==> src/include/fnd_macros.svh <==
`ifndef FND_MACROS_SVH
`define FND_MACROS_SVH

////////////////////////////////////////////////////////////////////////////
// display geometry
////////////////////////////////////////////////////////////////////////////

`define FND_DIGITS 4             // digits on the board

////////////////////////////////////////////////////////////////////////////
// counter and scan defaults
////////////////////////////////////////////////////////////////////////////

`define FND_COUNT_W 32           // free-running counter width
`define FND_SCAN_DIV_BIT 16      // rising edge of this divider bit makes a scan tick

// digit commons are active low, bit 0 is the rightmost digit
`define FND_COM_FIRST 4'b1110

`define FND_SEG_BLANK 8'b1111_1111  // every segment and the dp dark

`endif

==> src/hdl/fnd_pkg.sv <==
`default_nettype none

`include "fnd_macros.svh"

package fnd_pkg;

    ////////////////////////////////////////////////////////////////////////////
    // display types
    ////////////////////////////////////////////////////////////////////////////

    // one hex value shown on a digit
    typedef logic [3:0] hex_digit_t;

    // a..g in bits 7..1, dp in bit 0, low lights the segment
    typedef logic [7:0] seg_pattern_t;

    // one common per digit, exactly one bit low at a time
    typedef logic [`FND_DIGITS-1:0] digit_sel_t;

    ////////////////////////////////////////////////////////////////////////////
    // frame word
    ////////////////////////////////////////////////////////////////////////////

    // the counter side sees a number, the scanner picks nibbles
    // element 0 of digits is the low nibble of value
    typedef union packed {
        logic [`FND_DIGITS*4-1:0] value;
        hex_digit_t [`FND_DIGITS-1:0] digits;
    } fnd_frame_u;

endpackage

`default_nettype wire

==> src/hdl/counter_display_top.sv <==
`timescale 1ns/10ps
`default_nettype none

`include "fnd_macros.svh"

// free-running counter shown on four seven-segment digits.
// only the upper 16 bits are displayed so a person can follow them
module counter_display_top #(
    parameter int COUNT_W      = `FND_COUNT_W,
    parameter int SCAN_DIV_BIT = `FND_SCAN_DIV_BIT
) (
    input  logic                     clk,
    input  logic                     reset_p,
    input  logic                     count_enable,
    output logic [`FND_DIGITS*4-1:0] frame,
    output fnd_pkg::seg_pattern_t    seg,
    output fnd_pkg::digit_sel_t      com
);

    import fnd_pkg::*;

    localparam int FRAME_W = `FND_DIGITS * 4;

    logic [COUNT_W-1:0] count;
    logic [FRAME_W-1:0] count_hi;
    logic               scan_tick;
    fnd_frame_u         frame_u;
    hex_digit_t         digit;

    ////////////////////////////////////////////////////////////////////////////
    // up counter
    ////////////////////////////////////////////////////////////////////////////

    always_ff @(posedge clk or posedge reset_p) begin
        if (reset_p) begin
            count <= '0;
        end else if (count_enable) begin
            count <= count + 1'b1;
        end
    end

    // slow half of the counter, the low bits change too fast to read
    assign count_hi = count[COUNT_W-1 -: FRAME_W];

    ////////////////////////////////////////////////////////////////////////////
    // scan timing
    ////////////////////////////////////////////////////////////////////////////

    scan_tick_gen #(
        .DIV_BIT   (SCAN_DIV_BIT)
    ) u_scan_tick_gen (
        .clk       (clk),
        .reset_p   (reset_p),
        .scan_tick (scan_tick)
    );

    ////////////////////////////////////////////////////////////////////////////
    // digit scan and frame latch
    ////////////////////////////////////////////////////////////////////////////

    digit_scanner u_digit_scanner (
        .clk       (clk),
        .reset_p   (reset_p),
        .scan_tick (scan_tick),
        .count_hi  (count_hi),
        .frame     (frame_u),
        .com       (com),
        .digit     (digit)
    );

    assign frame = frame_u.value;  // the latched word, not the raw count

    ////////////////////////////////////////////////////////////////////////////
    // segment decode
    ////////////////////////////////////////////////////////////////////////////

    hex_to_seg u_hex_to_seg (
        .digit     (digit),
        .seg       (seg)
    );

endmodule

`default_nettype wire

==> src/hdl/digit_scanner.sv <==
`timescale 1ns/10ps
`default_nettype none

`include "fnd_macros.svh"

// walks the active-low commons across the digits, one step per scan tick.
// a new frame is taken from the counter only when the scan comes back to
// the rightmost digit, so all four digits always show the same count
module digit_scanner (
    input  logic                     clk,
    input  logic                     reset_p,
    input  logic                     scan_tick,
    input  logic [`FND_DIGITS*4-1:0] count_hi,
    output fnd_pkg::fnd_frame_u      frame,
    output fnd_pkg::digit_sel_t      com,
    output fnd_pkg::hex_digit_t      digit
);

    import fnd_pkg::*;

    localparam int SEL_W = $clog2(`FND_DIGITS);

    digit_sel_t       com_next;
    fnd_frame_u       frame_next;
    logic [SEL_W-1:0] sel_idx;     // nibble index for com_next
    logic             wrap;        // scan is about to relight digit 0

    ////////////////////////////////////////////////////////////////////////////
    // ring counter next state
    ////////////////////////////////////////////////////////////////////////////

    always_comb begin
        case (com)
            4'b1110: com_next = 4'b1101;
            4'b1101: com_next = 4'b1011;
            4'b1011: com_next = 4'b0111;
            4'b0111: com_next = `FND_COM_FIRST;
            default: com_next = `FND_COM_FIRST;  // recover from a bad pattern
        endcase
    end

    assign wrap = (com_next == `FND_COM_FIRST);

    // latch the whole frame at the wrap, hold it otherwise
    always_comb begin
        frame_next = frame;
        if (wrap) begin
            frame_next.value = count_hi;
        end
    end

    ////////////////////////////////////////////////////////////////////////////
    // digit selection
    ////////////////////////////////////////////////////////////////////////////

    // the low common picks which nibble is lit
    always_comb begin
        case (com_next)
            4'b1110: sel_idx = 2'd0;
            4'b1101: sel_idx = 2'd1;
            4'b1011: sel_idx = 2'd2;
            4'b0111: sel_idx = 2'd3;
            default: sel_idx = 2'd0;
        endcase
    end

    ////////////////////////////////////////////////////////////////////////////
    // registers
    ////////////////////////////////////////////////////////////////////////////

    // com, frame and digit move on the same edge so they never disagree
    always_ff @(posedge clk or posedge reset_p) begin
        if (reset_p) begin
            com   <= `FND_COM_FIRST;
            frame <= '0;
            digit <= '0;               // shows "0" out of reset
        end else if (scan_tick) begin
            com   <= com_next;
            frame <= frame_next;
            digit <= frame_next.digits[sel_idx];
        end
    end

endmodule

`default_nettype wire

==> src/hdl/hex_to_seg.sv <==
`timescale 1ns/10ps
`default_nettype none

`include "fnd_macros.svh"

// hex value to active-low segment pattern, dp kept dark
module hex_to_seg (
    input  fnd_pkg::hex_digit_t   digit,
    output fnd_pkg::seg_pattern_t seg
);

    ////////////////////////////////////////////////////////////////////////////
    // glyph table
    ////////////////////////////////////////////////////////////////////////////

    // bit order abcdefg.dp, a zero lights the segment
    always_comb begin
        case (digit)
            4'h0: seg = 8'b0000_0011;
            4'h1: seg = 8'b1001_1111;
            4'h2: seg = 8'b0010_0101;
            4'h3: seg = 8'b0000_1101;
            4'h4: seg = 8'b1001_1001;
            4'h5: seg = 8'b0100_1001;
            4'h6: seg = 8'b0100_0001;
            4'h7: seg = 8'b0001_1011;  // a, b, c and the f serif
            4'h8: seg = 8'b0000_0001;
            4'h9: seg = 8'b0001_1001;

            // letters, lower case b and d so they differ from 8 and 0
            4'ha: seg = 8'b0001_0001;
            4'hb: seg = 8'b1100_0001;
            4'hc: seg = 8'b0110_0011;
            4'hd: seg = 8'b1000_0101;
            4'he: seg = 8'b0110_0001;
            4'hf: seg = 8'b0111_0001;

            default: seg = `FND_SEG_BLANK;
        endcase
    end

endmodule

`default_nettype wire

==> src/hdl/scan_tick_gen.sv <==
`timescale 1ns/10ps
`default_nettype none

`include "fnd_macros.svh"

// divides clk down and turns each rising edge of the divided bit into a
// single-cycle enable, so the scanner never runs on a derived clock
module scan_tick_gen #(
    parameter int DIV_BIT = `FND_SCAN_DIV_BIT
) (
    input  logic clk,
    input  logic reset_p,
    output logic scan_tick
);

    logic [DIV_BIT:0] clk_div;  // top bit is the slow square wave
    logic             ff_cur;
    logic             ff_old;

    ////////////////////////////////////////////////////////////////////////////
    // free-running divider
    ////////////////////////////////////////////////////////////////////////////

    always_ff @(posedge clk or posedge reset_p) begin
        if (reset_p) begin
            clk_div <= '0;
        end else begin
            clk_div <= clk_div + 1'b1;
        end
    end

    ////////////////////////////////////////////////////////////////////////////
    // two-stage edge detector
    ////////////////////////////////////////////////////////////////////////////

    always_ff @(posedge clk or posedge reset_p) begin
        if (reset_p) begin
            ff_cur <= 1'b0;
            ff_old <= 1'b0;
        end else begin
            ff_cur <= clk_div[DIV_BIT];
            ff_old <= ff_cur;        // one cycle behind ff_cur
        end
    end

    assign scan_tick = ff_cur & ~ff_old;  // rising edge only

endmodule

`default_nettype wire

==> config.mk <==
export PLATFORM = sky130hd
export DESIGN_NAME = counter_display_top
export DESIGN_NICKNAME = d
export VERILOG_FILES = /design/src/hdl/fnd_pkg.sv /design/src/hdl/counter_display_top.sv /design/src/hdl/digit_scanner.sv /design/src/hdl/hex_to_seg.sv /design/src/hdl/scan_tick_gen.sv
export VERILOG_INCLUDE_DIRS = /design/src /design/src/include
export SDC_FILE = /design/constraint.sdc
export NUM_CORES = 1
export LEC_CHECK = 0
export ABC_AREA = 1
export ABC_CLOCK_PERIOD_IN_PS = 3850
export BUFFER_PORTS_ARGS = -buffer_cell sky130_fd_sc_hd__buf_4
export CAP_MARGIN = 40
export CORE_MARGIN = 1.5
export CORE_UTILIZATION = 40
export CTS_CLUSTER_DIAMETER = 30
export DETAILED_ROUTE_END_ITERATION = 12
export HOLD_SLACK_MARGIN = 0.02
export PLACE_DENSITY = 0.55
export SYNTH_ARGS = -nofsm -noshare
export SYNTH_HDL_FRONTEND = slang
export SYNTH_SLANG_ARGS = --single-unit
==> constraint.sdc <==
create_clock -name clk -period 3.85 [get_ports clk]
set_input_delay 0.385 -clock clk [delete_from_list [all_inputs] [get_ports clk]]
set_output_delay 0.385 -clock clk [all_outputs]
set_load 0.005 [all_outputs]
== After elaboration in Yosys (flattened, before gate mapping) ==
Memory sizes are Yosys's and may differ from the RTL's.
Cells that the tools add are included.
Operators by class
  shift-type cells: 0
  order comparisons: 1
  divide/modulo/power cells: 0
  eq/ne operators: 7
  multiply operators: 0
  muxes and demuxes: 5
  reductions and logical operators: 0
  bitwise logic cells: 2
  add/subtract/negate cells: 2
Operators by type and width (count)
  adder 32 x 1 -> 32 bit (second input constant): 1
  == test 4 bit (second input constant): 6
  adder 17 x 1 -> 17 bit (second input constant): 1
  two-way mux 16 bit: 1
  case mux 4 bit (3 select lines): 1
  binary-select mux 4 bit (select 2 bit): 1
  case mux 2 bit (3 select lines): 1
  == test 4 x 3 -> 1 bit (second input constant): 1
  two-way mux 4 bit: 1
  less-than comparator 2 x 3 -> 1 bit (second input constant): 1
  AND 1 bit: 1
  inverter 1 bit: 1
Word-level totals
  register bits after elaboration: 75
  bits in read-only memories: 112
  memories: 1
  input bits: 3
  bits in latches: 0
  output and inout port bits: 28
  RAM bits: 0
Memories
  (name not given): words 16, bits a word 7, rd ports 1, clocked after Yosys merged registers in 0, wr ports 0, line hex_to_seg.sv:18  | case (digit)

== Depth between registers and ports, before layout ==
Gate-level depths: netlist (run 1).
  word-level depth: 6
  depth in mapped cells: 10
  depth with buffers taken out: 10

== Cells and area by module ==
From an unflattened synthesis (run 1), not the netlist that was laid out.
Second synthesis, totals
  cells, all modules: 522
  area total of the unflattened synthesis: 4147.7 sq um
By module, submodules not included
  counter_display_top: cells an instance 207, area each 1722.9 sq um, sequential area each 800.8 sq um, times used 1
  digit_scanner: cells an instance 159, area each 1236.2 sq um, sequential area each 604.3 sq um, times used 1
  scan_tick_gen: cells an instance 105, area each 892.1 sq um, sequential area each 475.5 sq um, times used 1
  hex_to_seg: cells an instance 51, area each 296.5 sq um, sequential area each 0.0 sq um, times used 1

== Worst setup path before layout (run 1) ==
Ideal clock, no wire load.
  kind: register to output
  start point: register u_digit_scanner.digit[1]
  end point: output seg[3]
  arrival: 1.035 ns
  cell stages (with the launch flop): 7
  slack: 2.430 ns
  required time: 3.465 ns
  buffers on the path: 0
  path through: dfrtp_1 inv_1 ha_1 inv_1 nor2_1 inv_1 o21ai_0
Between the ends
  longest elaborated chain between the ends: 1
Ends and longest elaborated chain
  start: declaration: line digit_scanner.sv:16  | output fnd_pkg::hex_digit_t digit
  start signal: assignment: line digit_scanner.sv:80  | digit <= frame_next.digits[sel_idx];
  memory (16 x 7 bit)
  end: declaration: line counter_display_top.sv:16  | output fnd_pkg::seg_pattern_t seg,
No other way between the ends.

== Worst setup path after layout (run 1) ==
  start point: register u_digit_scanner.digit[1]
  end point: output seg[4]
Same word-level chain as after synthesis.

==> flow_metrics.py, run 1 <==
metrics = {
    "drt": {
        "drt-wirelength-per-cell_um": 12.7,
        "finalWirelength_mm": 7.81,
        "drc": 0,
        "dr.pass1.iters": 4,
        "drtIter0Drc": 83,
        "routed_via_density": 4.73,
        "postRouteAntennaNets": 0,
        "num_vias": 2911,
    },
    "floorplanning": {
        "fp.dieW_um": 102,
        "fp-row-count": 35,
        "coreArea_um2": 9330,
        "fp.dieArea_um2": 10300,
        "die_y_um": 102,
        "initial_core_util_pct": 41.7,
        "ios": 31,
    },
    "power_and_ir_drop": {
        "clkPwrFrac_pct": 37.5,
        "power_frac_comb_pct": 10.6,
        "ir_drop_mv": 0.271,
        "power.density_nw_per_um2": 380,
        "p_int_uw": 1250,
        "swShare_pct": 25.9,
        "seq_power_share_pct": 51.9,
        "leakagePower_uw": 0.00215,
        "power.switching_uw": 437,
    },
    "synthesis": {
        "synthTopCellsByArea": "dfrtp_1 46%, nand2_1 9.7%, xor2_1 5.9%, inv_1 4.9%, nand3_1 3.3%",
        "synth_nets": 455,
        "syn_inst": 446,
        "synth_top_cell_area_share_pct": 46.3,
        "avgSynthCellArea_um2": 8.73,
        "synth-seq-cells": 75,
        "yosysTopAreaCell": "dfrtp_1",
        "yosysUniqueCellTypes": 34,
        "yosysSeqAreaShare_pct": 48.3,
        "syn-cell-area_um2": 3890,
        "synth_warnings": 0,
    },
    "clock_tree": {
        "cts-htree-levels": 3,
        "numClockSinks": 75,
        "cts.hold.buffers_added": 0,
        "cts_tree": "done",
        "clock_path_buffers": 2,
        "postCtsResizedCells": 0,
        "cts_root_buf": "clkbuf_8",
        "cts_setup_buffers": 0,
        "clk_pin_slew_ns": 0.08,
        "clock_latency_ns": 0.35,
        "cts_made_buffers": 9,
    },
    "timing": {
        "relSlewSlack_pct": 57.4,
        "max_clock_freq_mhz": 500,
        "rsz0062_at_grt": "false",
        "fin_skew_ns": 0.0105,
        "finalMaxSlewViolations": 0,
        "setup_tns_ns": 0,
        "setup_viol": 0,
        "hold_viol_final": 0,
        "holdWs_ns": 0.127,
        "worstMarginPinSlew_ns": 0.638,
        "period_minus_slack_ns": 2.00,
        "timing.final.crit_share_pct": 52.0,
    },
    "placed_design": {
        "post-dp-hpwl_mm": 5.80,
        "place_inst": 600,
        "portBuffers": 29,
        "placed_cell_area_um2": 4230,
        "gp_congestion": 0.817,
    },
    "grt": {
        "grt_util_met3_pct": 3.17,
        "grt_max_degree": 34,
        "grt_pass1_wl_mm": 13.4,
        "grt_usage_pct": 16.6,
        "grt_use_met2_pct": 26.7,
        "antenna_found_initial": 0,
        "grt_pass1_vias": 2815,
        "globalRouteMet1Util_pct": 22.6,
        "grt_overflow": 0,
        "grt-busiest-layer": "met2",
    },
    "critical_path": {
        "regToRegSetupSlack_ns": 2.22,
        "crit_path_start_kind": "register",
        "path_max_fanout": 6,
        "cp.required_ns": 3.46,
        "critPathKind": "reg2out",
        "reg2reg_depth": 8,
        "timing.rr.start": "u_digit_scanner.com[1]",
        "cp.arrival_ns": 1.62,
        "end_kind": "primary output",
        "reg2reg_to": "u_digit_scanner.frame[12]",
    },
    "cells_and_area": {
        "post-route-cell-area_um2": 4440,
        "num_antenna_cells": 0,
        "stdcell_count": 616,
        "layout-drive-gt1-share_pct": 17.9,
        "n_fill_cell": 947,
        "nets": 491,
        "area_growth_pct": 14.0,
    },
    "status": {
        "status": "finished clean",
    },
    "worst_hold_path": {
        "hp-class": "in2async",
    },
    "job": {
        "maxCapViolations": 0,
    },
}
[cell usage in the layout (no fill, tap or decap), types with 2 or more instances in the layout]
| cell | n |
|---|---|
| buf_4 | 31 |
| xor2_1 | 26 |
| mux2i_1 | 2 |
| o21ai_0 | 12 |
| nor2_1 | 27 |
| clkbuf_1 | 3 |
| nor3_4 | 4 |
| nand2_4 | 2 |
| nor2_2 | 4 |
| o22ai_1 | 2 |
| inv_1 | 50 |
| a31oi_1 | 2 |
| nand3_1 | 26 |
| nand3b_1 | 2 |
| xnor2_1 | 10 |
| dfrtp_1 | 72 |
| dfstp_2 | 3 |
| clkbuf_8 | 12 |
| a21oi_1 | 9 |
| ha_1 | 6 |
| o21ai_1 | 21 |
| nor3_1 | 9 |
| nand2_2 | 9 |
| nand4_1 | 16 |
| nor2_4 | 4 |
| nand2_1 | 101 |
| nor3_2 | 6 |
| inv_2 | 9 |
[worst max-delay path, stage by stage (launching register included)]
cell     delay (ns)
dfrtp_1        0.43
inv_1          0.10
ha_1           0.20
inv_1          0.07
nor2_1         0.13
inv_1          0.07
o22ai_1        0.15
buf_4          0.13
[layout make-up]
cell class / instances / area (um^2) / share of cell area, %
Sequential cell: 75 / 1880 / 42.4
Multi-Input combinational cell: 306 / 1730 / 39.1
Timing Repair Buffer: 31 / 233 / 5.25
Inverter: 59 / 221 / 4.99
Clock buffer: 15 / 176 / 3.98
Tap cell: 129 / 161 / 3.64
Clock inverter: 1 / 30.0 / 0.677
[sequential cells by signal, indices dropped and copies added, names as in the netlist]
register	flops
u_scan_tick_gen.clk_div	17
u_scan_tick_gen.ff_cur	1
u_digit_scanner.digit	4
u_digit_scanner.frame	16
count	32
u_digit_scanner.com	4
u_scan_tick_gen.ff_old	1
[kinds of logic after synthesis]
logic type               Yosys count  share of synthesized area (%)
AND/OR/NAND/NOR                  212                           27.3
flip-flops                        75                           48.3
buffers and inverters             65                           7.14
AO/OA/AOI/OAI                     49                           6.65
XOR/XNOR                          36                           8.10
adder cells (fa/ha/maj)            6                           1.93
multiplexers                       2                          0.514
other                              1                         0.0963
[power by group through the flow]
| stage | combinational, uW | clock (uW) | sequential (uW) |
|---|---|---|---|
| 5_1_grt | 204 | 680 | 881 |
| 3_3_place_gp | 179 | 0 | 889 |
| 2_1_floorplan | 150 | 0 | 881 |
| 3_5_place_dp | 181 | 0 | 888 |
| 6_report | 178 | 632 | 874 |
| 4_1_cts | 182 | 653 | 874 |
[worst max-delay path by stage]
| stage | startpoint | to | cells after the start |
|---|---|---|---|
| 2_1_floorplan | reset_p | count[0] | 1 |
| 4_1_cts | u_digit_scanner.digit[1] | seg[4] | 7 |
| 5_1_grt | u_digit_scanner.digit[1] | seg[7] | 7 |
| 3_5_place_dp | u_digit_scanner.digit[1] | seg[4] | 7 |
| 6_report | u_digit_scanner.digit[1] | seg[4] | 7 |
| 3_3_place_gp | u_digit_scanner.com[1] | u_digit_scanner.frame[13] | 8 |
[routing by layer]
| layer | vias to the layer above | routed length (um) |
|---|---|---|
| met5 | - | 0 |
| met4 | 0 | 129 |
| met3 | 12 | 270 |
| met2 | 45 | 3570 |
| met1 | 1347 | 3840 |
| li1 | 1507 | - |
[synthesized netlist by cell type]
master    number
nand3_1       26
nand2_1      101
inv_1         51
o22ai_1        2
nor3_2         6
inv_2          8
nand3b_1       2
o21ai_1       21
dfrtp_1       72
nand3_2        1
nand2_4        2
clkbuf_1       1
ha_1           6
a31oi_1        2
nand4_1       16
o21a_1         1
conb_1         1
nor3_1         9
buf_4          1
xnor2_1       10
o21ai_2        1
a21oi_1        9
dfstp_2        3
nor2_2         4
nor2_1        27
xor2_1        26
or2_1          1
nor3_4         4
o211ai_1       1
buf_6          4
nand2_2        9
nor2_4         4
o21ai_0       12
mux2i_1        2
[through the flow]
step	util [%]	total power, uW	worst slack [ns]
3_5_place_dp	45.4	1070	2.23
3_3_place_gp	45.4	1070	2.28
5_1_grt	47.6	1770	1.70
4_1_cts	47.6	1710	1.84
6_report	47.6	1680	1.85
2_1_floorplan	-	1030	1.56
No activity file was read; power rests on OpenSTA's default activity.
==> inputs of run 2 (changes only) <==
ABC_CLOCK_PERIOD_IN_PS = 1600   (was 3850)
PLACE_DENSITY = 0.57   (was 0.55)
clock period = 1.6 ns   (was 3.85 ns; I/O delays follow)
==> run 2 against run 1 <==
The run now ends with negative setup slack left. Sequential share of layout area decreased by 1.5 points. Wire length increased by 3.2%. Combinational power increased by 140%.
==> flow_metrics.py, run 2 (synthesis gave the netlist of run 1 again) <==
metrics = {
    "status": {
        "status": "finished with violations",
        "violations": "negative setup slack",
    },
    "critical_path": {
        "cp.required_ns": 1.44,
        "end_kind": "primary output",
        "crit_path_start_kind": "register",
        "regToRegSetupSlack_ns": 0.11,
        "timing.rr.start": "u_digit_scanner.com[1]",
        "cp.arrival_ns": 1.52,
        "startpoint": "u_digit_scanner.digit[0]",
        "crit_end": "seg[4]",
        "reg2reg_to": "u_digit_scanner.frame[8]",
        "critPathKind": "reg2out",
        "reg2reg_depth": 7,
        "path_max_fanout": 4,
    },
    "cells_and_area": {
        "top_regs": "count (32), u_scan_tick_gen.clk_div (17), u_digit_scanner.frame (16)",
        "nets": 504,
        "layout-drive-gt1-share_pct": 23.0,
        "layout_commonest_cell": "nand2_1",
        "final_cell_mix": "101 x nand2_1, 70 x dfrtp_1, 46 x inv_1, 39 x buf_4",
        "regMostFlops": "count",
        "fin_util_pct": 49.3,
        "area_growth_pct": 18.2,
        "num_antenna_cells": 0,
        "n_fill_cell": 931,
        "largest_register_ffs": 32,
    },
    "timing": {
        "max_clock_freq_mhz": 597,
        "finalMaxSlewViolations": 0,
        "period_minus_slack_ns": 1.68,
        "timing.final.crit_share_pct": 105,
        "rsz0062_at_grt": "true",
        "worst_slack_ns": -0.0763,
        "holdWs_ns": 0.0854,
        "fin_skew_ns": 0.00940,
        "hold_viol_final": 0,
        "setup_viol": 2,
    },
    "grt": {
        "grt_max_degree": 76,
        "grt_pass1_vias": 2954,
        "grt_pass1_wl_mm": 13.6,
        "grt_usage_pct": 17.1,
        "antenna_found_initial": 0,
        "grt_overflow": 0,
    },
    "clock_tree": {
        "clock_latency_ns": 0.35,
        "cts_made_buffers": 9,
        "cts-htree-levels": 3,
        "clk_pin_slew_ns": 0.07,
        "cts_tree": "done",
        "clock_path_buffers": 2,
        "numClockSinks": 75,
        "cts_root_buf": "clkbuf_8",
    },
    "floorplanning": {
        "coreArea_um2": 9330,
        "fp.dieW_um": 102,
        "ios": 31,
        "die_y_um": 102,
        "fp.dieArea_um2": 10300,
        "initial_core_util_pct": 41.7,
        "fp-row-count": 35,
    },
    "drt": {
        "drc": 0,
        "finalWirelength_mm": 8.06,
        "routed_via_density": 4.81,
        "dr.pass1.iters": 5,
        "postRouteAntennaNets": 0,
        "num_vias": 3022,
        "drtIter0Drc": 119,
        "drt-wirelength-per-cell_um": 12.8,
    },
    "power_and_ir_drop": {
        "power.density_nw_per_um2": 842,
        "leakagePower_uw": 0.00222,
        "ir_drop_mv": 0.383,
    },
    "worst_hold_path": {
        "min-delay-start": "count_enable",
        "hp-class": "in2reg",
    },
    "placed_design": {
        "portBuffers": 29,
        "post-dp-hpwl_mm": 5.77,
        "gp_congestion": 0.872,
    },
    "job": {
        "maxCapViolations": 0,
    },
}
run 2: changes by cell type in the layout (fill, tap and decap cells not counted), sizes merged:
cell         change
buf             +12
bufinv           -1
clkbuf           -2
clkinv           +2
clkinvlp         +1
dlygate4sd3      +1
inv              -1
run 2: how the worst min path moves through the flow:
stage                              to  slack, ns  depth (start not counted)
2_1_floorplan  u_scan_tick_gen.ff_old       0.35                          0
3_3_place_gp                count[18]       0.31                          3
3_5_place_dp                count[20]       0.31                          3
4_1_cts                      count[0]       0.08                          2
5_1_grt                      count[0]       0.08                          2
6_report                     count[0]       0.09                          2
run 2: what timing repair did:
item                                    in CTS  in global routing
resized for setup                           11                 14
hold buffers                                 1                  0
endpoints found under the setup margin       5                 31
endpoints found under the hold margin       72                  0
pin swaps                                    5                  7
setup buffers                                4                  6
run 2: routing by layer:
layer / share of wire, % / track usage, % / routed length (um)
met2: 47 / 28.2 / 3790
met4: 1.6 / 6.30 / 131
met3: 3.8 / 4.62 / 305
met1: 47 / 21.7 / 3820
met5: 0 / 0 / 0
run 2: metrics by stage:
| stage | cells | TNS [ns] | cell area [um^2] | power (uW) | setup slack [ns] |
|---|---|---|---|---|---|
| 4_1_cts | 622 | -0.109 | 4510 | 3930 | -0.0529 |
| 5_1_grt | 628 | -0.576 | 4600 | 4100 | -0.188 |
| 3_5_place_dp | 602 | 0 | 4260 | 2580 | 0.0248 |
| 3_3_place_gp | 602 | 0 | 4260 | 2570 | 0.105 |
| 6_report | 628 | -0.138 | 4600 | 3870 | -0.0763 |
| 2_1_floorplan | 446 | 0 | 3900 | 2480 | 0.212 |
run 2: critical path, cell delays in order, from the launching register on:
cell,delay (ns)
dfrtp_2,0.45
inv_2,0.10
ha_4,0.21
nand2_1,0.06
o21ai_1,0.07
o22ai_1,0.14
buf_4,0.14
run 2: final cells by class:
class	instances	area (um^2)	share of cell area [%]
repair buffers	44	350	7.61
clock inverters	2	10.0	0.218
inverters	59	225	4.90
clock buffers	13	169	3.67
multi-input cells	306	1800	39.2
well taps	129	161	3.51
flip-flops and latches	75	1880	40.9
run 2: power by group:
group / switching, uW / internal, uW
registers: 98.1 / 2000
logic: 286 / 150
clock network: 657 / 677
total: 1040 / 2830
